`src/verilog/lwe_pkg.sv`:
```
package lwe_pkg;

   // coefficient and word widths
   parameter int COEF_W = 16;   // mod 2^16 by truncation
   parameter int WORD_W = 32;   // bus and ram word

   // wishbone word address split
   parameter int IDX_W = 12;    // index inside one region
   parameter int ADR_W = 14;    // top 2 bits pick the region

   typedef logic [COEF_W-1:0] coef_t;
   typedef logic [WORD_W-1:0] word_t;
   typedef logic [IDX_W-1:0]  idx_t;

   // one word seen as raw bits or as two coefficients
   typedef union packed {
      word_t raw;               // bus and ram view
      struct packed {
         coef_t hi;             // odd index
         coef_t lo;             // even index
      } pair;                   // datapath view
   } coef_pair_u;

   typedef enum logic [1:0] {
      region_ctrl = 2'd0,
      region_a    = 2'd1,
      region_s    = 2'd2,
      region_e_b  = 2'd3        // e below index 2048, b from 2048 up
   } region_e;

   // control and status word bits
   parameter int CTRL_START_BIT = 0;
   parameter int STAT_BUSY_BIT  = 1;
   parameter int STAT_DONE_BIT  = 2;

   // ram address bits for a given depth, at least one
   function automatic int aw(int depth);
      return (depth > 1) ? $clog2(depth) : 1;
   endfunction

endpackage

```
`src/verilog/mem_port_if.sv`:
```
`timescale 1ns/100ps

// one port of a coef_ram
interface mem_port_if #(
   parameter int ADDR_W = 4
);
   logic                en;      // access strobe
   logic                we;      // write when en
   logic [ADDR_W-1:0]   addr;
   lwe_pkg::word_t      wdata;
   lwe_pkg::word_t      rdata;   // valid one cycle after en

   modport host (
      output en, we, addr, wdata,
      input  rdata
   );

   modport ram (
      input  en, we, addr, wdata,
      output rdata
   );
endinterface

```
`src/verilog/coef_ram.sv`:
```
`timescale 1ns/100ps

// true dual port ram, read first on both ports
module coef_ram #(
   parameter int ADDR_W = 4
) (
   input logic       clk_100mhz,
   mem_port_if.ram   port_a,   // bus side
   mem_port_if.ram   port_b    // engine side
);

   localparam int DEPTH = 1 << ADDR_W;

   lwe_pkg::word_t mem [DEPTH];   // no init, host loads it

   // both ports in one block so the array has a single driver
   always_ff @(posedge clk_100mhz) begin
      if (port_a.en) begin
         port_a.rdata <= mem[port_a.addr];   // old data on a write
         if (port_a.we) begin
            mem[port_a.addr] <= port_a.wdata;
         end
      end
      if (port_b.en) begin
         port_b.rdata <= mem[port_b.addr];
         if (port_b.we) begin
            mem[port_b.addr] <= port_b.wdata;
         end
      end
   end

endmodule

```
`src/verilog/enc_addr_seq.sv`:
```
`timescale 1ns/100ps

// walks rows and coefficient pairs, one read per cycle
module enc_addr_seq #(
   parameter int ROWS    = 6,
   parameter int N_PAIRS = 4
) (
   input  logic            clk_100mhz,
   input  logic            sys_rst,
   input  logic            start,
   mem_port_if.host        a_rd,
   mem_port_if.host        s_rd,
   mem_port_if.host        e_rd,
   output logic            valid,       // a read was issued this cycle
   output logic            last_pair,   // last pair of a row
   output logic            last_row,    // whole last row
   output lwe_pkg::idx_t   row
);

   localparam int A_AW = lwe_pkg::aw(ROWS * N_PAIRS);
   localparam int S_AW = lwe_pkg::aw(N_PAIRS);
   localparam int E_AW = lwe_pkg::aw(ROWS);

   logic          running;
   lwe_pkg::idx_t row_cnt;
   lwe_pkg::idx_t pair_cnt;
   lwe_pkg::idx_t a_lin;   // row-major word index into A
   logic          at_pair_end;
   logic          at_row_end;

   assign at_pair_end = (pair_cnt == lwe_pkg::idx_t'(N_PAIRS - 1));
   assign at_row_end  = (row_cnt == lwe_pkg::idx_t'(ROWS - 1));
   assign a_lin       = row_cnt * lwe_pkg::idx_t'(N_PAIRS) + pair_cnt;

   always_ff @(posedge clk_100mhz) begin
      if (sys_rst) begin
         running  <= 1'b0;
         row_cnt  <= '0;
         pair_cnt <= '0;
      end else if (start && !running) begin
         running  <= 1'b1;
         row_cnt  <= '0;
         pair_cnt <= '0;
      end else if (running) begin
         if (at_pair_end) begin
            pair_cnt <= '0;
            if (at_row_end) begin
               running <= 1'b0;   // matrix done
            end else begin
               row_cnt <= row_cnt + 1'b1;
            end
         end else begin
            pair_cnt <= pair_cnt + 1'b1;
         end
      end
   end

   assign valid     = running;
   assign last_pair = running && at_pair_end;
   assign last_row  = running && at_row_end;
   assign row       = row_cnt;

   // engine side of A, s and e is read only
   assign a_rd.en    = running;
   assign a_rd.we    = 1'b0;
   assign a_rd.addr  = a_lin[A_AW-1:0];
   assign a_rd.wdata = '0;

   assign s_rd.en    = running;
   assign s_rd.we    = 1'b0;
   assign s_rd.addr  = pair_cnt[S_AW-1:0];
   assign s_rd.wdata = '0;

   assign e_rd.en    = last_pair;   // e only needed at the row end
   assign e_rd.we    = 1'b0;
   assign e_rd.addr  = row_cnt[E_AW-1:0];
   assign e_rd.wdata = '0;

endmodule

```
`src/verilog/lwe_enc_top.sv`:
```
`timescale 1ns/100ps

module lwe_enc_top #(
   parameter int ROWS    = 6,   // rows of A
   parameter int N_PAIRS = 4    // words per row, dimension is twice this
) (
   input  logic                       clk_100mhz,
   input  logic                       sys_rst,
   input  logic                       wb_cyc,
   input  logic                       wb_stb,
   input  logic                       wb_we,
   input  logic [lwe_pkg::ADR_W-1:0]  wb_adr,
   input  lwe_pkg::word_t             wb_dat_w,
   output lwe_pkg::word_t             wb_dat_r,
   output logic                       wb_ack
);

   localparam int A_AW = lwe_pkg::aw(ROWS * N_PAIRS);
   localparam int S_AW = lwe_pkg::aw(N_PAIRS);
   localparam int E_AW = lwe_pkg::aw(ROWS);   // one e per word
   localparam int B_AW = lwe_pkg::aw(ROWS);

   logic          start;
   logic          done;
   logic          valid;
   logic          last_pair;
   logic          last_row;
   lwe_pkg::idx_t row;

   // host side is the bus, eng side the datapath
   mem_port_if #(.ADDR_W(A_AW)) a_host ();
   mem_port_if #(.ADDR_W(A_AW)) a_eng ();
   mem_port_if #(.ADDR_W(S_AW)) s_host ();
   mem_port_if #(.ADDR_W(S_AW)) s_eng ();
   mem_port_if #(.ADDR_W(E_AW)) e_host ();
   mem_port_if #(.ADDR_W(E_AW)) e_eng ();
   mem_port_if #(.ADDR_W(B_AW)) b_host ();
   mem_port_if #(.ADDR_W(B_AW)) b_eng ();

   lwe_regs #(.ROWS(ROWS), .N_PAIRS(N_PAIRS)) regs0 (
      .clk_100mhz, .sys_rst,
      .wb_cyc, .wb_stb, .wb_we, .wb_adr, .wb_dat_w, .wb_dat_r, .wb_ack,
      .a_bus(a_host), .s_bus(s_host), .e_bus(e_host), .b_bus(b_host),
      .start, .done
   );

   coef_ram #(.ADDR_W(A_AW)) ram_a (.clk_100mhz, .port_a(a_host), .port_b(a_eng));
   coef_ram #(.ADDR_W(S_AW)) ram_s (.clk_100mhz, .port_a(s_host), .port_b(s_eng));
   coef_ram #(.ADDR_W(E_AW)) ram_e (.clk_100mhz, .port_a(e_host), .port_b(e_eng));
   coef_ram #(.ADDR_W(B_AW)) ram_b (.clk_100mhz, .port_a(b_host), .port_b(b_eng));

   enc_addr_seq #(.ROWS(ROWS), .N_PAIRS(N_PAIRS)) seq0 (
      .clk_100mhz, .sys_rst, .start,
      .a_rd(a_eng), .s_rd(s_eng), .e_rd(e_eng),
      .valid, .last_pair, .last_row, .row
   );

   row_mac #(.ROWS(ROWS)) mac0 (
      .clk_100mhz, .sys_rst,
      .valid, .last_pair, .last_row, .row,
      .a_data(a_eng.rdata), .s_data(s_eng.rdata), .e_data(e_eng.rdata),
      .b_wr(b_eng),
      .done
   );

endmodule

```
`src/verilog/lwe_regs.sv`:
```
`timescale 1ns/100ps

module lwe_regs #(
   parameter int ROWS    = 6,
   parameter int N_PAIRS = 4
) (
   input  logic                       clk_100mhz,
   input  logic                       sys_rst,
   input  logic                       wb_cyc,
   input  logic                       wb_stb,
   input  logic                       wb_we,
   input  logic [lwe_pkg::ADR_W-1:0]  wb_adr,
   input  lwe_pkg::word_t             wb_dat_w,
   output lwe_pkg::word_t             wb_dat_r,
   output logic                       wb_ack,
   mem_port_if.host                   a_bus,
   mem_port_if.host                   s_bus,
   mem_port_if.host                   e_bus,
   mem_port_if.host                   b_bus,
   output logic                       start,   // one cycle pulse to the sequencer
   input  logic                       done     // last row written
);

   localparam int A_AW = lwe_pkg::aw(ROWS * N_PAIRS);
   localparam int S_AW = lwe_pkg::aw(N_PAIRS);
   localparam int E_AW = lwe_pkg::aw(ROWS);
   localparam int B_AW = lwe_pkg::aw(ROWS);

   lwe_pkg::region_e region;
   lwe_pkg::region_e rd_region;   // region of the access in flight
   lwe_pkg::idx_t    idx;
   logic             req;
   logic             hit_b;       // upper half of the e_b region
   logic             rd_b;
   logic             busy;
   logic             done_flag;
   logic             start_wr;
   lwe_pkg::word_t   status;
   lwe_pkg::word_t   rd_stat;

   assign region = lwe_pkg::region_e'(wb_adr[lwe_pkg::ADR_W-1 -: 2]);
   assign idx    = wb_adr[lwe_pkg::IDX_W-1:0];
   assign hit_b  = idx[lwe_pkg::IDX_W-1];
   assign req    = wb_cyc && wb_stb && !wb_ack;   // ack cycle never starts a second access

   // start request on ctrl index 0, dropped while busy
   assign start_wr = req && wb_we && (region == lwe_pkg::region_ctrl) && (idx == '0)
                     && wb_dat_w[lwe_pkg::CTRL_START_BIT] && !busy;

   always_comb begin
      status = '0;
      status[lwe_pkg::STAT_BUSY_BIT] = busy;
      status[lwe_pkg::STAT_DONE_BIT] = done_flag;
   end

   // port a of each ram, read starts in the request cycle
   assign a_bus.en    = req && (region == lwe_pkg::region_a);
   assign a_bus.we    = a_bus.en && wb_we;
   assign a_bus.addr  = idx[A_AW-1:0];
   assign a_bus.wdata = wb_dat_w;

   assign s_bus.en    = req && (region == lwe_pkg::region_s);
   assign s_bus.we    = s_bus.en && wb_we;
   assign s_bus.addr  = idx[S_AW-1:0];
   assign s_bus.wdata = wb_dat_w;

   assign e_bus.en    = req && (region == lwe_pkg::region_e_b) && !hit_b;
   assign e_bus.we    = e_bus.en && wb_we;
   assign e_bus.addr  = idx[E_AW-1:0];
   assign e_bus.wdata = wb_dat_w;

   assign b_bus.en    = req && (region == lwe_pkg::region_e_b) && hit_b;
   assign b_bus.we    = 1'b0;                // b is read only from the bus
   assign b_bus.addr  = idx[B_AW-1:0];       // bit 11 dropped
   assign b_bus.wdata = '0;

   always_ff @(posedge clk_100mhz) begin
      if (sys_rst) begin
         wb_ack    <= 1'b0;
         start     <= 1'b0;
         busy      <= 1'b0;
         done_flag <= 1'b0;
      end else begin
         wb_ack <= req;   // single ack, one cycle later
         start  <= start_wr;
         if (start_wr) begin
            busy      <= 1'b1;
            done_flag <= 1'b0;   // cleared by each new run
         end else if (done) begin
            busy      <= 1'b0;
            done_flag <= 1'b1;   // sticky until next start
         end
      end
   end

   // read return select, captured with the request
   always_ff @(posedge clk_100mhz) begin
      if (req) begin
         rd_region <= region;
         rd_b      <= hit_b;
         rd_stat   <= (idx == '0) ? status : '0;   // other ctrl indices read 0
      end
   end

   always_comb begin
      case (rd_region)
         lwe_pkg::region_a:   wb_dat_r = a_bus.rdata;
         lwe_pkg::region_s:   wb_dat_r = s_bus.rdata;
         lwe_pkg::region_e_b: wb_dat_r = rd_b ? b_bus.rdata : e_bus.rdata;
         default:             wb_dat_r = rd_stat;
      endcase
   end

endmodule

```
`src/verilog/row_mac.sv`:
```
`timescale 1ns/100ps

// pair products, row accumulate, add e, write b
module row_mac #(
   parameter int ROWS = 6
) (
   input  logic            clk_100mhz,
   input  logic            sys_rst,
   input  logic            valid,
   input  logic            last_pair,
   input  logic            last_row,
   input  lwe_pkg::idx_t   row,
   input  lwe_pkg::word_t  a_data,
   input  lwe_pkg::word_t  s_data,
   input  lwe_pkg::word_t  e_data,
   mem_port_if.host        b_wr,
   output logic            done   // with the write of the last row
);

   localparam int B_AW = lwe_pkg::aw(ROWS);

   lwe_pkg::coef_pair_u a_w;
   lwe_pkg::coef_pair_u s_w;
   lwe_pkg::coef_pair_u e_w;
   lwe_pkg::coef_pair_u b_w;

   // stage 1 lines up with ram data
   logic            v1;
   logic            lp1;
   logic            lr1;
   lwe_pkg::idx_t   row1;
   // stage 2 holds the products
   logic            v2;
   logic            lp2;
   logic            lr2;
   lwe_pkg::idx_t   row2;
   lwe_pkg::coef_t  psum2;
   lwe_pkg::coef_t  e2;
   // stage 3 accumulate and write
   lwe_pkg::coef_t  acc;
   logic            wr_q;
   logic [B_AW-1:0] wr_addr;
   lwe_pkg::coef_t  wr_coef;

   assign a_w.raw = a_data;
   assign s_w.raw = s_data;
   assign e_w.raw = e_data;   // e sits in the low half

   always_ff @(posedge clk_100mhz) begin
      if (sys_rst) begin
         v1   <= 1'b0;
         lp1  <= 1'b0;
         lr1  <= 1'b0;
         v2   <= 1'b0;
         lp2  <= 1'b0;
         lr2  <= 1'b0;
         acc  <= '0;
         wr_q <= 1'b0;
         done <= 1'b0;
      end else begin
         v1   <= valid;
         lp1  <= last_pair;
         lr1  <= last_row;
         v2   <= v1;
         lp2  <= lp1;
         lr2  <= lr1;
         wr_q <= v2 && lp2;
         done <= v2 && lp2 && lr2;
         if (v2) begin
            acc <= lp2 ? '0 : acc + psum2;   // next row starts from zero
         end
      end
   end

   always_ff @(posedge clk_100mhz) begin
      row1    <= row;
      row2    <= row1;
      psum2   <= a_w.pair.hi * s_w.pair.hi + a_w.pair.lo * s_w.pair.lo;   // wraps mod 2^16
      e2      <= e_w.pair.lo;
      wr_coef <= acc + psum2 + e2;   // only used on the last pair
      wr_addr <= row2[B_AW-1:0];
   end

   always_comb begin
      b_w.pair.hi = '0;
      b_w.pair.lo = wr_coef;
   end

   assign b_wr.en    = wr_q;
   assign b_wr.we    = wr_q;
   assign b_wr.addr  = wr_addr;
   assign b_wr.wdata = b_w.raw;

endmodule
```
`config.mk`:
```
export PLATFORM = sky130hd
export DESIGN_NAME = lwe_enc_top
export DESIGN_NICKNAME = d
export VERILOG_FILES = /design/src/verilog/lwe_pkg.sv /design/src/verilog/mem_port_if.sv /design/src/verilog/coef_ram.sv /design/src/verilog/enc_addr_seq.sv /design/src/verilog/lwe_enc_top.sv /design/src/verilog/lwe_regs.sv /design/src/verilog/row_mac.sv
export SDC_FILE = /design/constraint.sdc
export NUM_CORES = 2
export LEC_CHECK = 0
export BUFFER_PORTS_ARGS = -buffer_cell sky130_fd_sc_hd__buf_2
export CELL_PAD_IN_SITES_DETAIL_PLACEMENT = 1
export CELL_PAD_IN_SITES_GLOBAL_PLACEMENT = 2
export CORE_ASPECT_RATIO = 1.75
export CORE_UTILIZATION = 51
export DETAILED_ROUTE_END_ITERATION = 8
export PLACE_DENSITY = 0.79
export RECOVER_POWER = 25
export SYNTH_ARGS = -nofsm -noshare
export SYNTH_HDL_FRONTEND = slang
export SYNTH_SLANG_ARGS = --single-unit
```
`constraint.sdc`:
```
create_clock -name clk_100mhz -period 15.8 [get_ports clk_100mhz]
set_input_delay 1.58 -clock clk_100mhz [delete_from_list [all_inputs] [get_ports clk_100mhz]]
set_output_delay 1.58 -clock clk_100mhz [all_outputs]
set_load 0.005 [all_outputs]
```
==> results.toml <==
[outcome]
status = "finished, violations left"
violations = "capacitance limit, slew limit"

[yosys]
ys.flop_type = "edfxtp_1"
syn_nets = 4933
synth_edf_count = 1733
ys_types = 59
synth_seq_cells = 1843
avgSynthCellArea_sq_um = 18.9
synthArstFlopShare_pct = 0
netlist_instances = 4570
netlist_area_sq_mm = 0.0864
ys_seq_area_share_pct = 62.8
yosys_warnings = 0

[floorplan]
rows = 199
pin_count = 84
fp.dieH_um = 547
start_util_pct = 51.4
die_w_um = 313
fp.dieArea_sq_mm = 0.171
coreArea_sq_mm = 0.168

[worst_setup_path]
start_kind = "flip-flop"
worstSetupPathType = "reg2reg"
required_ns = 16.50
path_max_fanout = 14
critPathArrivalTime_ns = 7.67
worstSetupEndpointType = "flip-flop"

[pwr]
static-leakage-power_nw = 30.5
power_density_mw_per_mm2 = 103
ir_drop_mv = 0.0889

[final_layout]
final_common_cell = "edfxtp_1"
fin_cells = 6995
final_layout_size_suffix_gt1_share_pct = 27.6
mostFrequentLayoutCells = "1,733 x edfxtp_1, 770 x mux4_2, 233 x inv_1"
nets = 5015
area_growth_syn_to_layout_pct = 9.89

[cts]
cts_root_buf = "clkbuf_16"
insertion_delay_ns = 0.82
h-tree-depth = 4
cts_max_path_buffers = 4
cts_setup_buffers = 0
ctsResizeCount = 0
clk_pin_slew_worst_paths_ns = 0.07
ctsHoldBuffers = 0
cts_tree = "built"
cts_buffers = 172
cts.sinks = 1843

[sta]
fin_hold_ws_ns = 0.325
clock.fmax_ghz = 0.144
grt_setup_unrepaired = "no"
relSlewSlack_pct = -121
worst_pin_slew_ns = 3.31
finClkSkew_ns = 0.0358
drv_slew = 926
post-route-period-util_pct = 44.1
fin_tns_setup_ns = 0
timing.final.ws_setup_ns = 8.83
final_hold_viol_count = 0
finalSetupViolCount = 0
final.min_clock_period_ns = 6.97

[drt]
routed_wl_um = 260000
drtAntennaViolNets = 0
drtIter0Drc = 4896
vias = 46700
dr.pass1.iters = 8
drc_errors = 0
viasPerCell = 6.67
routedWlPerCell_um = 37.1

[grt]
grt_pass1_vias = 50000
track_usage_pct = 30.8
gr-total-overflow = 0
grt_max_degree = 137
antenna_found_initial = 16
grt_pass1_wl_um = 368000

[placed_design]
place_hpwl_um = 162000
place_ws_ns = 8.84
numPortBuffers = 83
gp_congestion = 0.861
placed_cells = 6689

[run]
drv_cap = 22

[min_path]
hold_path_class = "reg2reg"
==> cells in the mapped netlist, types with 13 or more instances <==
| cell | number | area share [%] |
|---|---|---|
| a21o_1 | 14 | 0.12 |
| a21oi_1 | 61 | 0.35 |
| a22o_1 | 30 | 0.30 |
| a22oi_1 | 128 | 1.1 |
| and2_1 | 151 | 1.1 |
| and3_1 | 13 | 0.094 |
| buf_1 | 33 | 0.14 |
| buf_2 | 64 | 0.37 |
| clkbuf_1 | 169 | 0.73 |
| dfxtp_1 | 110 | 2.5 |
| edfxtp_1 | 1733 | 60 |
| fa_1 | 187 | 4.3 |
| ha_1 | 125 | 1.8 |
| inv_1 | 233 | 1.0 |
| mux2_2 | 98 | 1.3 |
| mux2i_1 | 16 | 0.19 |
| mux4_2 | 770 | 20 |
| nand2_1 | 161 | 0.70 |
| nand2b_1 | 14 | 0.10 |
| nand3_1 | 15 | 0.087 |
| nand3b_1 | 20 | 0.17 |
| nand4_1 | 38 | 0.28 |
| nor2_1 | 121 | 0.53 |
| nor2b_1 | 23 | 0.17 |
| nor3_1 | 18 | 0.10 |
| o21ai_0 | 29 | 0.17 |
| xnor2_1 | 89 | 0.90 |
| xor2_1 | 28 | 0.28 |
==> registers in the layout, summed over array words and instances (netlist names), 3 cells and up <==
name / cells
seq0.pair_cnt: 12
ram_a.mem: 1024
seq0.row: 12
ram_e.port_b.rdata: 16
ram_a.port_b.rdata: 32
mac0.acc: 16
ram_s.port_a.rdata: 32
ram_a.port_a.rdata: 32
ram_b.mem: 128
mac0.b_wr.addr: 3
mac0.row2: 3
mac0.psum2: 16
ram_s.mem: 128
ram_e.port_a.rdata: 32
ram_e.mem: 256
mac0.row1: 3
ram_s.port_b.rdata: 32
mac0.e2: 16
ram_b.port_a.rdata: 16
mac0.wr_coef: 16
==> metrics by stage <==
step                      power [W]  instance area (sq um)  util [%]
after floorplan             0.00564                  86400         -
after global placement      0.00579                  89700      53.4
after detailed placement    0.00580                  89700      53.4
after CTS                   0.00984                  95000      56.5
after global routing        0.00999                  95000      56.5
final                       0.00979                  95000      56.5
==> cell type report <==
type                    instances  area, sq um
inverters                     233          875
flip-flops and latches       1843        54300
clock buffers                 208         4480
clock inverters                88          856
well taps                    2211         2770
fillers                     14600        73100
diodes                         10         25.0
multi-input cells            2220        30500
repair buffers                182         1170
==> kinds of logic after synthesis <==
| group | synth area share [%] |
|---|---|
| buffers and inverters | 2.36 |
| adder cells (fa/ha/maj) | 6.14 |
| AND/OR/NAND/NOR | 3.63 |
| XOR/XNOR | 1.21 |
| flip-flops | 62.8 |
| AO/OA/AOI/OAI | 2.37 |
| multiplexers | 21.5 |
==> final timing paths <==
path / from / slack [ns] / cells after the start / to
setup / recovery: ram_s.port_b.rdata[18]$_DFFE_PP_ / 8.83 / 23 / mac0.psum2[15]$_DFF_P_
hold reg to reg: mac0.row2[0]$_DFF_P_ / 0.33 / 0 / mac0.b_wr.addr[0]$_DFF_P_
setup reg to reg: ram_s.port_b.rdata[18]$_DFFE_PP_ / 8.83 / 23 / mac0.psum2[15]$_DFF_P_
hold / removal: mac0.row2[0]$_DFF_P_ / 0.33 / 0 / mac0.b_wr.addr[0]$_DFF_P_
==> per-layer routing <==
metal,routed length [um],GRT usage [%],up-vias
met1,89500,36.8,25400
li1,-,-,18600
met3,17100,4.27,580
met4,13500,14.7,12
met2,140000,54.7,2135
met5,70,0,-
==> where the power goes <==
part	internal [W]	switching [W]	leakage [nW]	total, W
Combinational	0.000126	0.000229	11.4	0.000355
Clock	0.00228	0.00181	2.59	0.00409
Sequential	0.00534	0.00000449	16.5	0.00534
Total	0.00775	0.00204	30.5	0.00979
==> worst max-delay path, cell delays in order (launching register included) <==
cell       delay (ns)
edfxtp_1         0.58
and2_1           0.27
fa_1             0.54
inv_1            0.06
fa_1             0.48
fa_1             0.50
inv_1            0.05
ha_1             0.26
inv_1            0.05
fa_1             0.50
inv_1            0.06
fa_1             0.54
inv_1            0.06
fa_1             0.47
inv_1            0.05
fa_1             0.44
ha_1             0.34
o21a_1           0.12
o31a_1           0.12
o211ai_1         0.22
a21oi_1          0.10
a2111oi_0        0.72
a21oi_1          0.19
xnor2_1          0.17
Power figures use the tool's default switching activity.
